### src/design/balance_consts.svh
`ifndef BALANCE_CONSTS_SVH
`define BALANCE_CONSTS_SVH

// serial bit time in clk cycles
// start bit is checked at half of this, data and stop bits at full
`define CLKS_PER_BIT 16

// integral sum clamp, symmetric around zero
// keeps windup bounded while the robot is held over
`define INTEG_LIMIT 300

// saturation of the pid output, symmetric
// must stay below PWM_PERIOD so the duty fits one period
`define POWER_MAX 1023

// pwm counter period in clk cycles
`define PWM_PERIOD 1024

// cycles each display digit stays lit
`define SCAN_DIV 64

// cycles without an angle frame before the motors are cut
`define ANGLE_TIMEOUT 4096

`endif

### src/design/balancePkg.sv
package balancePkg;

  // tilt angle from the mcu, tenths of a degree
  // upright is around 1800
  typedef logic [15:0] angleT;

  // motor power, two's complement
  // positive drives forward
  typedef logic signed [15:0] powerT;

  // direction code to the h-bridge
  // same encoding as the original board leds
  typedef enum logic [1:0] {
    dirStop    = 2'b00,
    dirForward = 2'b01,
    dirReverse = 2'b10
  } motorDirT;

  // sample sequencer states
  // one sample in flight at a time
  typedef enum logic [1:0] {
    stIdle = 2'b00,
    stStep = 2'b01,
    stWait = 2'b10,
    stLoad = 2'b11
  } ctrlStateT;

endpackage

### src/design/angleRx.sv
`timescale 1ns/1ps
`include "balance_consts.svh"

module angleRx (
  input  logic              clk,
  input  logic              arstN,
  input  logic              rxSerial,
  output balancePkg::angleT angle,
  output logic              angleValid
);

  localparam int BitCntW = $clog2(`CLKS_PER_BIT);
  localparam logic [BitCntW-1:0] BitLast = BitCntW'(`CLKS_PER_BIT - 1);
  localparam logic [BitCntW-1:0] HalfLast = BitCntW'(`CLKS_PER_BIT / 2 - 1);

  // rxBreak waits for the line to return high after a bad stop bit
  typedef enum logic [2:0] {
    rxIdle,
    rxStart,
    rxData,
    rxStop,
    rxBreak
  } rxStateT;

  rxStateT            rxState;
  logic [1:0]         syncReg;
  logic               rxIn;
  logic [BitCntW-1:0] clkCnt;
  logic [2:0]         bitIdx;
  logic [7:0]         shiftReg;
  logic [7:0]         lowByte;
  // set once the low byte of a frame is held
  logic               highPending;
  logic               bitSample;
  logic               byteDone;

  assign rxIn = syncReg[1];
  // mid-bit point of a data bit
  assign bitSample = (rxState == rxData) && (clkCnt == BitLast);
  // stop bit seen high at mid-bit
  assign byteDone = (rxState == rxStop) && (clkCnt == BitLast) && rxIn;

  always_ff @(posedge clk or negedge arstN) begin
    if (!arstN) begin
      // idle line is high
      syncReg     <= 2'b11;
      rxState     <= rxIdle;
      clkCnt      <= '0;
      bitIdx      <= '0;
      highPending <= 1'b0;
      angleValid  <= 1'b0;
    end else begin
      syncReg    <= {syncReg[0], rxSerial};
      angleValid <= 1'b0;
      case (rxState)
        rxIdle: begin
          clkCnt <= '0;
          if (!rxIn) begin
            rxState <= rxStart;
          end
        end
        rxStart: begin
          if (clkCnt == HalfLast) begin
            clkCnt <= '0;
            bitIdx <= '0;
            // line back high at mid start bit, just a glitch
            rxState <= rxIn ? rxIdle : rxData;
          end else begin
            clkCnt <= clkCnt + 1'b1;
          end
        end
        rxData: begin
          if (clkCnt == BitLast) begin
            clkCnt <= '0;
            bitIdx <= bitIdx + 1'b1;
            if (bitIdx == 3'd7) begin
              rxState <= rxStop;
            end
          end else begin
            clkCnt <= clkCnt + 1'b1;
          end
        end
        rxStop: begin
          if (clkCnt == BitLast) begin
            clkCnt <= '0;
            if (rxIn) begin
              rxState     <= rxIdle;
              highPending <= !highPending;
              // second byte closes the frame
              angleValid  <= highPending;
            end else begin
              // framing error, restart pairing at the low byte
              rxState     <= rxBreak;
              highPending <= 1'b0;
            end
          end else begin
            clkCnt <= clkCnt + 1'b1;
          end
        end
        rxBreak: begin
          if (rxIn) begin
            rxState <= rxIdle;
          end
        end
        default: rxState <= rxIdle;
      endcase
    end
  end

  // byte payload, lsb first on the wire
  always_ff @(posedge clk) begin
    if (bitSample) begin
      shiftReg <= {rxIn, shiftReg[7:1]};
    end
    if (byteDone && !highPending) begin
      lowByte <= shiftReg;
    end
    if (byteDone && highPending) begin
      angle <= {shiftReg, lowByte};
    end
  end

endmodule

### src/design/pidCore.sv
`timescale 1ns/1ps
`include "balance_consts.svh"

module pidCore #(
  parameter int KP = 4,
  parameter int KI = 1,
  parameter int KD = 2
) (
  input  logic              clk,
  input  logic              arstN,
  input  logic              pidStep,
  input  balancePkg::angleT angle,
  input  balancePkg::angleT targetAngle,
  output logic              pidDone,
  output balancePkg::powerT pidPower
);

  import balancePkg::*;

  localparam int IntegLimit = `INTEG_LIMIT;
  localparam int PowerMax = `POWER_MAX;

  // stage 1 terms, wide enough for the full angle range
  logic signed [17:0] error;
  logic signed [17:0] integSum;
  logic signed [17:0] integNext;
  logic signed [18:0] deriv;
  // errReg doubles as the previous error for the next sample
  logic signed [17:0] errReg;
  logic signed [17:0] integReg;
  logic signed [18:0] derivReg;
  logic               stage1Valid;
  // stage 2
  logic signed [31:0] weighted;
  powerT              satPower;

  always_comb begin
    // angles are unsigned, error is signed
    error    = $signed({2'b00, angle}) - $signed({2'b00, targetAngle});
    integSum = integReg + error;
    // clamp the running sum
    if (integSum > IntegLimit) begin
      integNext = 18'(IntegLimit);
    end else if (integSum < -IntegLimit) begin
      integNext = 18'(-IntegLimit);
    end else begin
      integNext = integSum;
    end
    // per-sample difference, no time scaling
    deriv = error - errReg;
  end

  always_comb begin
    weighted = KP * errReg + KI * integReg + KD * derivReg;
    // saturate to the motor range
    if (weighted > PowerMax) begin
      satPower = powerT'(PowerMax);
    end else if (weighted < -PowerMax) begin
      satPower = powerT'(-PowerMax);
    end else begin
      satPower = weighted[15:0];
    end
  end

  always_ff @(posedge clk or negedge arstN) begin
    if (!arstN) begin
      errReg      <= '0;
      integReg    <= '0;
      derivReg    <= '0;
      stage1Valid <= 1'b0;
      pidDone     <= 1'b0;
      pidPower    <= '0;
    end else begin
      stage1Valid <= pidStep;
      pidDone     <= stage1Valid;
      // stage 1 at pidStep
      if (pidStep) begin
        errReg   <= error;
        integReg <= integNext;
        derivReg <= deriv;
      end
      // stage 2, result held until the next sample
      if (stage1Valid) begin
        pidPower <= satPower;
      end
    end
  end

endmodule

### src/design/motorPwm.sv
`timescale 1ns/1ps
`include "balance_consts.svh"

module motorPwm (
  input  logic                 clk,
  input  logic                 arstN,
  input  logic                 loadPower,
  input  logic                 motorEnable,
  input  balancePkg::powerT    pidPower,
  output balancePkg::powerT    power,
  output balancePkg::motorDirT leftDir,
  output balancePkg::motorDirT rightDir,
  output logic                 leftPwm,
  output logic                 rightPwm
);

  import balancePkg::*;

  localparam int CntW = $clog2(`PWM_PERIOD);
  localparam logic [CntW-1:0] CntLast = CntW'(`PWM_PERIOD - 1);

  logic [CntW-1:0] pwmCnt;
  logic [15:0]     magnitude;
  // duty in force for the running period
  logic [15:0]     dutyActive;
  motorDirT        dir;
  logic            pwmOut;

  // sign/magnitude split of the latched power
  assign magnitude = power[15] ? 16'(-power) : 16'(power);

  always_comb begin
    if (!motorEnable || power == 0) begin
      dir = dirStop;
    end else if (power > 0) begin
      dir = dirForward;
    end else begin
      dir = dirReverse;
    end
  end

  assign pwmOut = motorEnable && (16'(pwmCnt) < dutyActive);

  // no steering, both wheels get the same drive
  assign leftDir  = dir;
  assign rightDir = dir;
  assign leftPwm  = pwmOut;
  assign rightPwm = pwmOut;

  always_ff @(posedge clk or negedge arstN) begin
    if (!arstN) begin
      power      <= '0;
      pwmCnt     <= '0;
      dutyActive <= '0;
    end else begin
      if (loadPower) begin
        power <= pidPower;
      end
      pwmCnt <= (pwmCnt == CntLast) ? '0 : pwmCnt + 1'b1;
      // new duty only at a period boundary
      if (pwmCnt == CntLast) begin
        dutyActive <= magnitude;
      end
    end
  end

endmodule

### src/design/segDisplay.sv
`timescale 1ns/1ps
`include "balance_consts.svh"

module segDisplay (
  input  logic              clk,
  input  logic              arstN,
  input  logic              loadPower,
  input  balancePkg::powerT pidPower,
  output logic [6:0]        seg,
  output logic [3:0]        an,
  output logic              dp
);

  localparam int DivW = $clog2(`SCAN_DIV);
  localparam logic [DivW-1:0] DivLast = DivW'(`SCAN_DIV - 1);

  logic [15:0]     magReg;
  logic            posReg;
  logic [DivW-1:0] divCnt;
  logic [1:0]      digitIdx;
  logic [3:0]      nibble;

  // active-low segments, bit order gfedcba
  function automatic logic [6:0] hexToSeg(input logic [3:0] value);
    case (value)
      4'h0: hexToSeg = 7'b1000000;
      4'h1: hexToSeg = 7'b1111001;
      4'h2: hexToSeg = 7'b0100100;
      4'h3: hexToSeg = 7'b0110000;
      4'h4: hexToSeg = 7'b0011001;
      4'h5: hexToSeg = 7'b0010010;
      4'h6: hexToSeg = 7'b0000010;
      4'h7: hexToSeg = 7'b1111000;
      4'h8: hexToSeg = 7'b0000000;
      4'h9: hexToSeg = 7'b0010000;
      4'ha: hexToSeg = 7'b0001000;
      4'hb: hexToSeg = 7'b0000011;
      4'hc: hexToSeg = 7'b1000110;
      4'hd: hexToSeg = 7'b0100001;
      4'he: hexToSeg = 7'b0000110;
      default: hexToSeg = 7'b0001110;
    endcase
  endfunction

  // digit 0 is the least significant nibble
  assign nibble = magReg[digitIdx*4 +: 4];
  assign an     = ~(4'b0001 << digitIdx);
  assign seg    = hexToSeg(nibble);
  // decimal point marks positive power
  assign dp     = posReg;

  always_ff @(posedge clk or negedge arstN) begin
    if (!arstN) begin
      magReg   <= '0;
      posReg   <= 1'b0;
      divCnt   <= '0;
      digitIdx <= '0;
    end else begin
      if (loadPower) begin
        magReg <= pidPower[15] ? -pidPower : pidPower;
        posReg <= (pidPower > 0);
      end
      // scan divider, next digit on wrap
      divCnt <= (divCnt == DivLast) ? '0 : divCnt + 1'b1;
      if (divCnt == DivLast) begin
        digitIdx <= digitIdx + 1'b1;
      end
    end
  end

endmodule

### src/design/balanceCtrl.sv
`timescale 1ns/1ps
`include "balance_consts.svh"

module balanceCtrl (
  input  logic clk,
  input  logic arstN,
  input  logic angleValid,
  input  logic pidDone,
  output logic pidStep,
  output logic loadPower,
  output logic motorEnable,
  output logic fault
);

  import balancePkg::*;

  localparam int WdW = $clog2(`ANGLE_TIMEOUT + 1);
  localparam logic [WdW-1:0] WdLimit = WdW'(`ANGLE_TIMEOUT);

  ctrlStateT      state;
  logic [WdW-1:0] staleCnt;
  logic           stale;

  // strobes are decoded from the state, one cycle each
  assign pidStep   = (state == stStep);
  assign loadPower = (state == stLoad);
  assign stale     = (staleCnt == WdLimit);

  // one sample per frame, frames during a sample are dropped
  always_ff @(posedge clk or negedge arstN) begin
    if (!arstN) begin
      state <= stIdle;
    end else begin
      case (state)
        stIdle: begin
          if (angleValid) begin
            state <= stStep;
          end
        end
        stStep: state <= stWait;
        stWait: begin
          if (pidDone) begin
            state <= stLoad;
          end
        end
        default: state <= stIdle;
      endcase
    end
  end

  // stale-angle watchdog, saturates at the limit
  always_ff @(posedge clk or negedge arstN) begin
    if (!arstN) begin
      staleCnt    <= '0;
      fault       <= 1'b0;
      motorEnable <= 1'b0;
    end else begin
      if (angleValid) begin
        staleCnt <= '0;
      end else if (!stale) begin
        staleCnt <= staleCnt + 1'b1;
      end
      // a fresh power value clears the fault
      if (loadPower) begin
        fault       <= 1'b0;
        motorEnable <= 1'b1;
      end else if (stale) begin
        fault       <= 1'b1;
        motorEnable <= 1'b0;
      end
    end
  end

endmodule

### src/design/balanceTop.sv
`timescale 1ns/1ps

module balanceTop (
  input  logic                 clk,
  input  logic                 arstN,
  input  logic                 rxSerial,
  input  balancePkg::angleT    targetAngle,
  output balancePkg::powerT    power,
  output logic                 powerValid,
  output logic                 fault,
  output balancePkg::motorDirT leftDir,
  output balancePkg::motorDirT rightDir,
  output logic                 leftPwm,
  output logic                 rightPwm,
  output logic [6:0]           seg,
  output logic [3:0]           an,
  output logic                 dp
);

  import balancePkg::*;

  angleT angle;
  logic  angleValid;
  logic  pidStep;
  logic  pidDone;
  logic  loadPower;
  logic  motorEnable;
  powerT pidPower;

  // telemetry strobe, same cycle the drive latches
  assign powerValid = loadPower;

  // tilt frames from the mcu
  angleRx rx (
    .clk       (clk),
    .arstN     (arstN),
    .rxSerial  (rxSerial),
    .angle     (angle),
    .angleValid(angleValid)
  );

  // sequencing and watchdog
  balanceCtrl ctrl (
    .clk        (clk),
    .arstN      (arstN),
    .angleValid (angleValid),
    .pidDone    (pidDone),
    .pidStep    (pidStep),
    .loadPower  (loadPower),
    .motorEnable(motorEnable),
    .fault      (fault)
  );

  pidCore pid (
    .clk        (clk),
    .arstN      (arstN),
    .pidStep    (pidStep),
    .angle      (angle),
    .targetAngle(targetAngle),
    .pidDone    (pidDone),
    .pidPower   (pidPower)
  );

  // power output is the copy held by the motor driver
  motorPwm motor (
    .clk        (clk),
    .arstN      (arstN),
    .loadPower  (loadPower),
    .motorEnable(motorEnable),
    .pidPower   (pidPower),
    .power      (power),
    .leftDir    (leftDir),
    .rightDir   (rightDir),
    .leftPwm    (leftPwm),
    .rightPwm   (rightPwm)
  );

  segDisplay display (
    .clk      (clk),
    .arstN    (arstN),
    .loadPower(loadPower),
    .pidPower (pidPower),
    .seg      (seg),
    .an       (an),
    .dp       (dp)
  );

endmodule

### config.mk
export PLATFORM = sky130hd
export DESIGN_NAME = balanceTop
export DESIGN_NICKNAME = d
export VERILOG_FILES = /design/src/design/balancePkg.sv /design/src/design/angleRx.sv /design/src/design/pidCore.sv /design/src/design/motorPwm.sv /design/src/design/segDisplay.sv /design/src/design/balanceCtrl.sv /design/src/design/balanceTop.sv
export VERILOG_INCLUDE_DIRS = /design/src /design/src/design
export SDC_FILE = /design/constraint.sdc
export NUM_CORES = 1
export LEC_CHECK = 0
export BUFFER_PORTS_ARGS = -buffer_cell sky130_fd_sc_hd__buf_2
export CAP_MARGIN = 20
export CORE_MARGIN = 5
export CORE_UTILIZATION = 59
export CTS_BUF_LIST = sky130_fd_sc_hd__clkbuf_2 sky130_fd_sc_hd__clkbuf_4 sky130_fd_sc_hd__clkbuf_8
export CTS_CLUSTER_SIZE = 28
export DETAILED_ROUTE_END_ITERATION = 10
export HOLD_SLACK_MARGIN = 0.15
export PLACE_DENSITY = 0.87
export SYNTH_ARGS = -nofsm -noshare
export SYNTH_HDL_FRONTEND = slang
export SYNTH_HIERARCHICAL = 1
export SYNTH_SLANG_ARGS = --single-unit
### constraint.sdc
create_clock -name clk -period 4.3 [get_ports clk]
set_input_delay 0.43 -clock clk [delete_from_list [all_inputs] [get_ports clk]]
set_output_delay 0.43 -clock clk [all_outputs]
set_load 0.1 [all_outputs]
* After elaboration in Yosys (flattened, before gate mapping)
Memories as Yosys holds them, arrays and structs flattened. Cells that the tools add are included.
Cells by class: muxes and demuxes 38, divide/modulo/power cells 0, bitwise logic cells 1, $mul 0, reduce and logical (&&, ||, !) cells 20, add/sub/neg operators 13, eq/ne operators 22, shift operators 2, magnitude comparators 7
Operator list (number):
- 16-bit two-way mux | 4
- 18-bit two-way mux | 2
- 16-bit by 1-bit > comparator with 1-bit output, second input constant | 2
- 32-bit by 11-bit > comparator with 1-bit output, second input constant | 1
- 32-bit zero test | 1
- 32-bit by 11-bit < comparator with 1-bit output, second input constant | 1
- 16-bit negator | 2
- 3-bit two-way mux | 9
- 13-bit two-way mux | 2
- 20-bit by 20-bit adder with 21-bit output | 1
- 19-bit by 18-bit adder with 20-bit output | 1
- 18-bit by 17-bit adder with 18-bit output | 1
- 18-bit by 10-bit > comparator with 1-bit output, second input constant | 1
- 18-bit by 10-bit < comparator with 1-bit output, second input constant | 1
- 17-bit by 17-bit subtractor with 18-bit output | 1
- 16-bit by 16-bit subtractor with 17-bit output | 1
- 10-bit by 16-bit < comparator with 1-bit output | 1
- 16-bit by 5-bit indexed part select with 4-bit output | 1
- 3-bit one-hot mux with 5 select lines | 1
- 13-bit by 1-bit adder with 13-bit output, second input constant | 1
- 13-bit equality test, second input constant | 1
- 2-bit inequality test, second input constant | 6
- 4-bit one-hot mux with 3 select lines | 1
- 10-bit by 1-bit adder with 10-bit output, second input constant | 1
- 34 further kinds | 59
Word-level totals: bits in writable memories 0, memories kept 1, logic and storage cells 130, bits in registers 202, latch bits 0, output and inout bits 36, memory bits (read-only) 112, bits of input ports 19
Memories:
- (name not given) | words 16, width 7, rd ports 1, clocked after memory_dff 0, wr ports 0, line segDisplay.sv:25 | case (value)

* Depth between registers and ports, before layout
Gate-level depths: netlist of the first run.
depth in word-level cells 5, mapped depth 21, mapped depth without buffers 20

* By module
Netlist of the first run, hierarchy kept.
By module, submodules not included:
- pidCore | sequential area each 1776.7 um^2, cells an instance 744, area each 6744.0 um^2, times used 1
- motorPwm | sequential area each 1051.0 um^2, cells an instance 212, area each 2189.6 um^2, times used 1
- angleRx | sequential area each 1313.8 um^2, cells an instance 111, area each 1696.6 um^2, times used 1
- segDisplay | sequential area each 625.6 um^2, cells an instance 177, area each 1690.4 um^2, times used 1
- balanceCtrl | sequential area each 425.4 um^2, cells an instance 96, area each 948.4 um^2, times used 1

* Least setup slack after synthesis of the first run
Ideal clock, no wire load.
kind input-to-reg, start point input targetAngle[0], end point register pid.integReg[4], buffers on the path 1, cell stages on the path 20, data arrival time 4.501 ns, required time 4.174 ns, setup slack -0.326 ns, setup time 0.126 ns, path through ha_1 > inv_1 > fa_1 > a211o_1 > a211oi_1 > o21bai_1 > o311a_1 > nor2_1 > xnor2_1 > ha_1 > clkbuf_1 > and2_1 > nand3_1 > o22ai_1 > nor3_1 > nor4_1 > and2b_1 > or2_2 > o21ba_4 > o311a_1
On the way: word-level cells in the longest chain between the ends 5, elaborated cells on any way between the ends 6, classes of those cells 2 x add/sub; 2 x order compare; 2 x mux
Ends and longest elaborated chain:
- from (decl) | line balanceTop.sv:7 | input balancePkg::angleT targetAngle,
- 16-bit by 16-bit subtractor with 17-bit output * | line pidCore.sv:39 | error = $signed({2'b00, angle}) - $signed({2'b00, targetAngle});
- via pid.error[12] | line pidCore.sv:24 | logic signed [17:0] error;
- 18-bit by 17-bit adder with 18-bit output * | line pidCore.sv:40 | integSum = integReg + error;
- 18-bit by 10-bit < comparator with 1-bit output | line pidCore.sv:44 | end else if (integSum < -IntegLimit) begin
- 18-bit two-way mux | line pidCore.sv:44
- 18-bit two-way mux * | line pidCore.sv:42 | if (integSum > IntegLimit) begin
- to (signal assigned) | line pidCore.sv:79 | integReg <= integNext;
- to (decl) | line pidCore.sv:30 | logic signed [17:0] integReg;
The timed path passes the listed nets; every way through them passes the cells marked *. A chain may end at the register's enable or synchronous reset.

* Worst setup path after layout of the first run
start point register rx.angle[0], end point register pid.integReg[4]
On the way: word-level cells in the longest chain between the ends 5, elaborated cells on any way between the ends 6, classes of those cells 2 x add/sub; 2 x order compare; 2 x mux
Ends and longest elaborated chain:
- from (decl) | line angleRx.sv:8 | output balancePkg::angleT angle,
- from (signal assigned) | line angleRx.sv:119 | angle <= {shiftReg, lowByte};
- 16-bit by 16-bit subtractor with 17-bit output * | line pidCore.sv:39
- via pid.error[8] | line pidCore.sv:24
- 18-bit by 17-bit adder with 18-bit output * | line pidCore.sv:40
- 18-bit by 10-bit < comparator with 1-bit output | line pidCore.sv:44
- 18-bit two-way mux | line pidCore.sv:44
- 18-bit two-way mux * | line pidCore.sv:42
Marks and branches as above.

==> summary.txt, run 1 <==
CTS
  • CTS Buf Count: 37
  • H-tree depth: 2
  • Reg clk slew, reported paths: 0.07 ns
  • Root buf cell: clkbuf_8
  • Clock latency on the worst-skew pair: 0.53 ns
  • Max Root-Sink Buffers: 3
  • Sink Count: ~200
  • CTS tree: yes

Logic synthesis
  • Post-Syn Area: between 10000 and 15000 sq um
  • Register bit count reported by yosys: between 200 and 250
  • Sequential area share after synthesis: 0.391
  • Post-synthesis net count: around 1500
  • Post-synth top flop: dfrtp_1
  • Post-Syn Area per Cell: around 9.9 sq um
  • Yosys cell types: 98
  • Post-synth EDFFs: 32
  • Ys async rst share: 0.841
  • Synthesis warning total: 6
  • Mapped Cells: 1340

Global route
  • Global-route wire length before repair: about 53000 microns
  • Number of global-route vias before repair: 11200
  • Largest net degree at the start of global routing: approximately 100
  • Total GRT Usage: 0.245
  • GR Overflow Total: 0
  • Initial antenna violation count: 0

Timing
  • Final Max Tran Viols: 0
  • Final min period: between 4 and 5 ns
  • Slew margin rel.: 0.399
  • RSZ-0062 raised after global routing: yes
  • Clock Skews: 0.0173 ns
  • Fmax: between 0.2 and 0.25 GHz
  • Fin. Hold Viols: 0
  • Final setup viols: 18
  • Crit share post-route: 1.08
  • Final TNS setup: -4.51 ns
  • Slew @ Worst Pin: approximately 0.90 ns
  • Worst setup slack after layout: -0.342 ns

Floorplanning
  • Core box area: 22000 sq um
  • Die width: roughly 160 microns
  • Initial Utilization: 0.604
  • IO Pins: 55
  • Die ar.: around 26000 sq um
  • Cell row count: 54
  • Die height: between 150 and 200 microns

Drt
  • # DRC: 0
  • Vias: ~11000
  • Starting DRT DRC Count: around 940
  • Remaining antenna violation count: 0
  • Routed len/inst: between 15 and 20 microns
  • Routed vias/inst: slightly above 6
  • WL final: 33800 microns
  • Drt first pass iters: 8

Place
  • Final RePlAce weighted congestion: 0.909
  • Dpl hpwl: approximately 22000 microns
  • IO Port Bufs: between 50 and 60

Hold path
  • Worst min path class: flip-flop to flip-flop

Worst setup path
  • CP max stage delay: 0.42 ns
  • Worst Path Arrival: 5.05 ns
  • Crit. End Element: flip-flop
  • WP data required: 4.71 ns
  • Startpoint types: flip-flop
  • Critical-path cell list: inv_2 > ha_4 > inv_2 > fa_2 > a211o_1 > a211oi_2 > buf_4 > buf_4 > buf_4 > buf_4 > o32a_1 > ha_4 > a21o_1 > buf_4 > a21oi_4 > o21ai_2 > xor2_1 > or2b_4 > or4_4 > o21ba_4 > o311a_1
  • CP Class: flip-flop to flip-flop
  • Most numerous cell on the critical path: buf_4
  • Worst path slowest cell: or4_4
  • Crit Path Max Fanout: 6

Run
  • Max Cap Viol: 0

Final layout
  • Share of layout cells above drive strength 1: 0.245
  • Most frequent cells in the layout: dfrtp_1, inv_1, buf_4, nor2_1, ha_1
  • Most common cell after layout, fill and taps aside: dfrtp_1
  • Area Growth Syn to Fin: 19.0%
  • NumNets Final: 1640
  • Antenna Cells: 0

Status
  • Outcome: finished, violations left
  • Failing checks: negative setup slack
-- cells in the mapped netlist (all sizes together) (8+ instances only) --
library cell	instances	area, sq um
a211oi	20	178
a21o	16	120
a21oi	70	350
a311oi	14	129
a31oi	8	50.1
and2	11	68.8
buf	23	120
clkbuf	24	110
dfrtp	167	4180
edfxtp	32	961
fa	21	420
ha	102	1280
inv	109	409
mux2	40	450
nand2	77	289
nand2b	24	150
nand3	32	170
nand4	13	93.8
nor2	105	394
nor2b	15	93.8
nor3	22	110
nor4	10	62.6
o21a	29	219
o21ai	86	434
o31ai	24	199
o41ai	11	104
or2	10	65.1
or3	19	125
or4	12	105
xnor2	44	400
xor2	36	315
-- layout make-up --
class,instances,area (sq um)
clock buffers,57,728
flip-flops and latches,201,5190
inverters,109,409
repair buffers,166,1150
multi-input cells,983,7850
well taps,280,350
clock inverters,11,104
fillers,1399,6170
-- worst max-delay path: cells and delay by family, from the launching register on --
family                     cells  cell delay (ns)
and+or+nand+nor                2             0.71
buffers and inverters          7             0.70
adders and majority gates      3             0.70
xor gates and xnor gates       1             0.25
DFF                            1             0.38
AOI/OAI and AO/OA              8             1.78
-- final timing paths --
check / start / slack [ns] / cells after the start / to
worst min register to register: rx/syncReg[0] / 0.36 / 0 / rx/syncReg[1]
max in group asynchronous: arstN / 2.68 / 3 / motor/pwmCnt[9]
worst max register to register: rx/angle[0] / -0.34 / 21 / pid/integReg[4]
worst min-delay path: rx/syncReg[0] / 0.36 / 0 / rx/syncReg[1]
min in group asynchronous: arstN / 0.55 / 2 / display/digitIdx[0]
worst max-delay path: rx/angle[0] / -0.34 / 21 / pid/integReg[4]
-- cells by family (layout without fill, tap and decap cells) --
| group | Yosys count | after routing | synth area share |
|---|---|---|---|
| xor+xnor | 80 | 80 | 0.0539 |
| mux | 51 | 51 | 0.0470 |
| fa+ha+maj | 123 | 123 | 0.128 |
| compound gates | 347 | 347 | 0.182 |
| simple gates | 382 | 382 | 0.149 |
| flops | 201 | 201 | 0.391 |
| buf+inv | 156 | 343 | 0.0482 |
-- what timing repair did --
action,in CTS,in global routing
pin swaps,15,33
setup buffers,9,8
setup endpoints to repair,19,31
hold buffers,2,0
gates resized for setup,35,46
gates cloned,0,1
hold endpoints to repair,94,0
-- through the flow --
step	hold WS [ns]	setup slack (ns)	cells	cell area [sq um]	util
after floorplan	0.134	-0.0481	1340	13300	-
after detailed placement	0.350	-0.504	1720	14400	0.656
after CTS	0.357	-0.150	1799	15500	0.705
after global routing	0.366	-0.484	1807	15800	0.719
after global placement	0.346	-0.333	1720	14400	0.656
final	0.357	-0.342	1807	15800	0.719
-- state kept, by name, summed over array words and instances, names as in the netlist, 3 cells and up --
signal	cells
ctrl/staleCnt	13
display/divCnt	6
display/magReg	16
motor/dutyActive	16
motor/power	16
motor/pwmCnt	10
pid/derivReg	18
pid/errReg	17
pid/integReg	18
pid/pidPower	16
rx/angle	16
rx/bitIdx	3
rx/clkCnt	4
rx/lowByte	8
rx/rxState	3
rx/shiftReg	8
-- layer usage --
metal | wire [microns] | global-route usage | vias to the layer above
met5 | 0 | 0 | -
met4 | 1680 | 0.104 | 0
met3 | 2110 | 0.0428 | 145
met2 | 16600 | 0.424 | 511
met1 | 13400 | 0.304 | 5452
li1 | - | - | 5159
Power of run 1 is not shown: default switching activity piles up to over one toggle a cycle in this logic, so the estimate is an artifact.
==> run 2, diff against run 1 <==
--- a/config.mk
+++ b/config.mk
@@ -13,8 +13,9 @@
 export CTS_BUF_LIST = sky130_fd_sc_hd__clkbuf_2 sky130_fd_sc_hd__clkbuf_4 sky130_fd_sc_hd__clkbuf_8
 export CTS_CLUSTER_SIZE = 28
 export DETAILED_ROUTE_END_ITERATION = 10
+export GPL_TIMING_DRIVEN = 0
 export HOLD_SLACK_MARGIN = 0.15
-export PLACE_DENSITY = 0.87
+export PLACE_DENSITY = 0.8
 export SYNTH_ARGS = -nofsm -noshare
 export SYNTH_HDL_FRONTEND = slang
 export SYNTH_HIERARCHICAL = 1
==> run 2 against run 1 <==
  * The run still ends with negative setup slack left
  * Via count down 5.6%
  * Largest cell class unchanged
  * Global-route usage down 1.3 points
  * Non-clock buffer count down 35
  * Wire length down 10%
==> summary.txt, run 2 (synthesis results as in run 1) <==
CTS
  • Clock latency on the worst-skew pair: 0.51 ns (-0.02 ns)
  • CTS Buf Count: 35 (-5.4%)
  • Reg clk slew, reported paths: 0.06 ns (about the same)
  • H-tree depth: 2 (unchanged)
  • CTS tree: yes
  • Sink Count: 201 (unchanged)
  • Max Root-Sink Buffers: 3 (unchanged)
  • Root buf cell: clkbuf_8

Timing
  • Slew @ Worst Pin: 0.773 ns (-0.128 ns)
  • Clock Skews: 0.0188 ns (+0.00145 ns)
  • Final TNS setup: -3.42 ns (+1.10 ns)
  • Fin. Hold Viols: 0 (unchanged)
  • Worst setup slack after layout: -0.246 ns (+0.0958 ns)
  • Final min period: 4.55 ns (-0.0958 ns)
  • Final setup viols: 18 (unchanged)
  • Fmax: 0.220 GHz (+2.1%)
  • Final Max Tran Viols: 0 (unchanged)
  • RSZ-0062 raised after global routing: yes
  • Crit share post-route: 1.06 (-0.0223)
  • Min Hold Slack: 0.357 ns (-0.000816 ns)
  • Slew margin rel.: 0.483 (+0.0836)

Final layout
  • Post-Layout Cell Count: 1766 (-2.3%)
  • Share of layout cells above drive strength 1: 0.211 (-0.0336)
  • Antenna Cells: 0 (unchanged)
  • Fill count: 1603 (+15%)
  • NumNets Final: 1604 (-2.2%)
  • Most frequent cells in the layout: dfrtp_1, inv_1, nor2_1, ha_1, nand2_1
  • Area Growth Syn to Fin: 15.7%
  • Biggest regs: pid/derivReg (18), pid/integReg (18), pid/errReg (17)
  • Post-layout util: 0.699 (-0.0197)
  • Multi-input gate area: 7880 sq um (+0.37%)
  • Register Area: 5190 sq um (unchanged)
  • Most common cell after layout, fill and taps aside: dfrtp_1

Global route
  • Initial antenna violation count: 0 (unchanged)
  • GR Overflow Total: 0 (unchanged)
  • Largest net degree at the start of global routing: 97 (-1.0%)
  • Number of global-route vias before repair: 10500 (-6.5%)
  • Global-route wire length before repair: 50500 microns (-5.2%)
  • Total GRT Usage: 0.232 (-0.0130)

Drt
  • Vias: 10600 (-5.6%)
  • Drt first pass iters: 5 (-3)
  • Remaining antenna violation count: 0 (unchanged)
  • Routed vias/inst: 6.02 (-3.4%)
  • # DRC: 0 (unchanged)
  • WL final: 30400 microns (-10%)
  • Routed len/inst: 17.2 microns (-8.2%)
  • Starting DRT DRC Count: 610 (-35%)

Worst setup path
  • WP data required: 4.70 ns (about the same)
  • Crit. End Element: flip-flop
  • CP max stage delay: 0.56 ns (+0.14 ns)
  • Startpoint types: flip-flop
  • Worst Path Arrival: 4.94 ns (-0.11 ns)
  • Crit path to: pid/integReg[4]
  • R2R setup slack: -0.25 ns (+0.10 ns)
  • Worst-case reg-to-reg path depth: 18 (-14%)
  • Critical-path cell list: inv_2 > ha_4 > inv_2 > fa_2 > a211o_1 > and2_4 > o21a_1 > nor2_2 > xnor2_1 > ha_1 > a21oi_2 > o21ai_0 > a21bo_2 > xor2_1 > o32a_1 > or4_4 > o21ba_4 > o311a_1
  • Worst setup path startpoint: rx/angle[0]
  • Reg-to-Reg End: pid/integReg[4]
  • Crit Path Max Fanout: 6 (unchanged)
  • Worst path slowest cell: or4_4
  • FF-to-FF Start: rx/angle[0]
  • Most numerous cell on the critical path: inv_2
  • CP Class: flip-flop to flip-flop

Floorplanning
  • Cell row count: 54 (unchanged)
  • Core box area: 22000 sq um (unchanged)
  • IO Pins: 55 (unchanged)
  • Die width: 160 microns (unchanged)
  • Initial Utilization: 0.604 (unchanged)
  • Die ar.: 25600 sq um (unchanged)
  • Die height: 160 microns (unchanged)

Place
  • Final RePlAce weighted congestion: 0.917 (+0.86%)
  • Dpl cells: 1675 (-2.6%)
  • IO Port Bufs: 54 (unchanged)
  • Dpl hpwl: 22000 microns (-1.0%)

Status
  • Outcome: finished, violations left
  • Failing checks: negative setup slack

Run
  • Max Cap Viol: 0 (unchanged)

Hold path
  • HP Start: rx/syncReg[0]
  • Worst min path class: flip-flop to flip-flop
-- run 2: cell count changes in the layout (fill, tap and decap cells not counted), moves of 4 or more --
cell / previous run / this run
clkbuf_1: 0 / 21
buf_4: 105 / 30
ha_1: 94 / 98
buf_1: 0 / 8
buf_2: 53 / 62
-- run 2: timing repair --
action	CTS	global route
resized for setup	49	41
pin swaps	21	11
gates cloned	1	0
endpoints found under the setup margin	21	32
buffers inserted	21	6
endpoints found under the hold margin	74	0
hold buffers	2	0
-- run 2: metrics by stage --
stage          cell area, sq um  setup WS, ns
5_1_grt                   15400        -0.426
4_1_cts                   15100        -0.183
3_3_place_gp              13900        -0.800
6_report                  15400        -0.246
2_1_floorplan             13300       -0.0481
3_5_place_dp              14000        -0.930
-- run 2: final cells by class --
cell class / count / share of cell area
clock buffers: 53 / 0.0438
plain buffers: 47 / 0.0157
repair buffers: 84 / 0.0353
clock inverters: 8 / 0.00416
flip-flops and latches: 201 / 0.338
multi-input cells: 984 / 0.513
well taps: 280 / 0.0228
inverters: 109 / 0.0266
-- run 2: critical path: cells and delay by family, from the launching register on --
kind                     cells  cell delay, ns
AO/OA/AOI/OAI                8            1.94
XOR/XNOR                     2            0.34
adder cells (fa/ha/maj)      3            0.81
buffers and inverters        2            0.11
flip-flops                   1            0.38
AND/OR/NAND/NOR              3            0.84
-- run 2: routing by layer --
metal | part of all wire | up-vias | global-route usage
li1 | - | 5105 | -
met1 | 0.44 | 5179 | 0.315
met2 | 0.48 | 284 | 0.384
met3 | 0.050 | 65 | 0.0374
met4 | 0.024 | 0 | 0.0743
met5 | 0 | - | 0
-- run 2: worst min path at each step --
stage                    end  cells after the start
3_5_place_dp   rx/syncReg[1]                      0
5_1_grt        rx/syncReg[1]                      0
2_1_floorplan     ctrl/fault                      0
6_report       rx/syncReg[1]                      0
3_3_place_gp   rx/syncReg[1]                      0
4_1_cts        rx/syncReg[1]                      0
Power of run 2 is left out for the same reason.
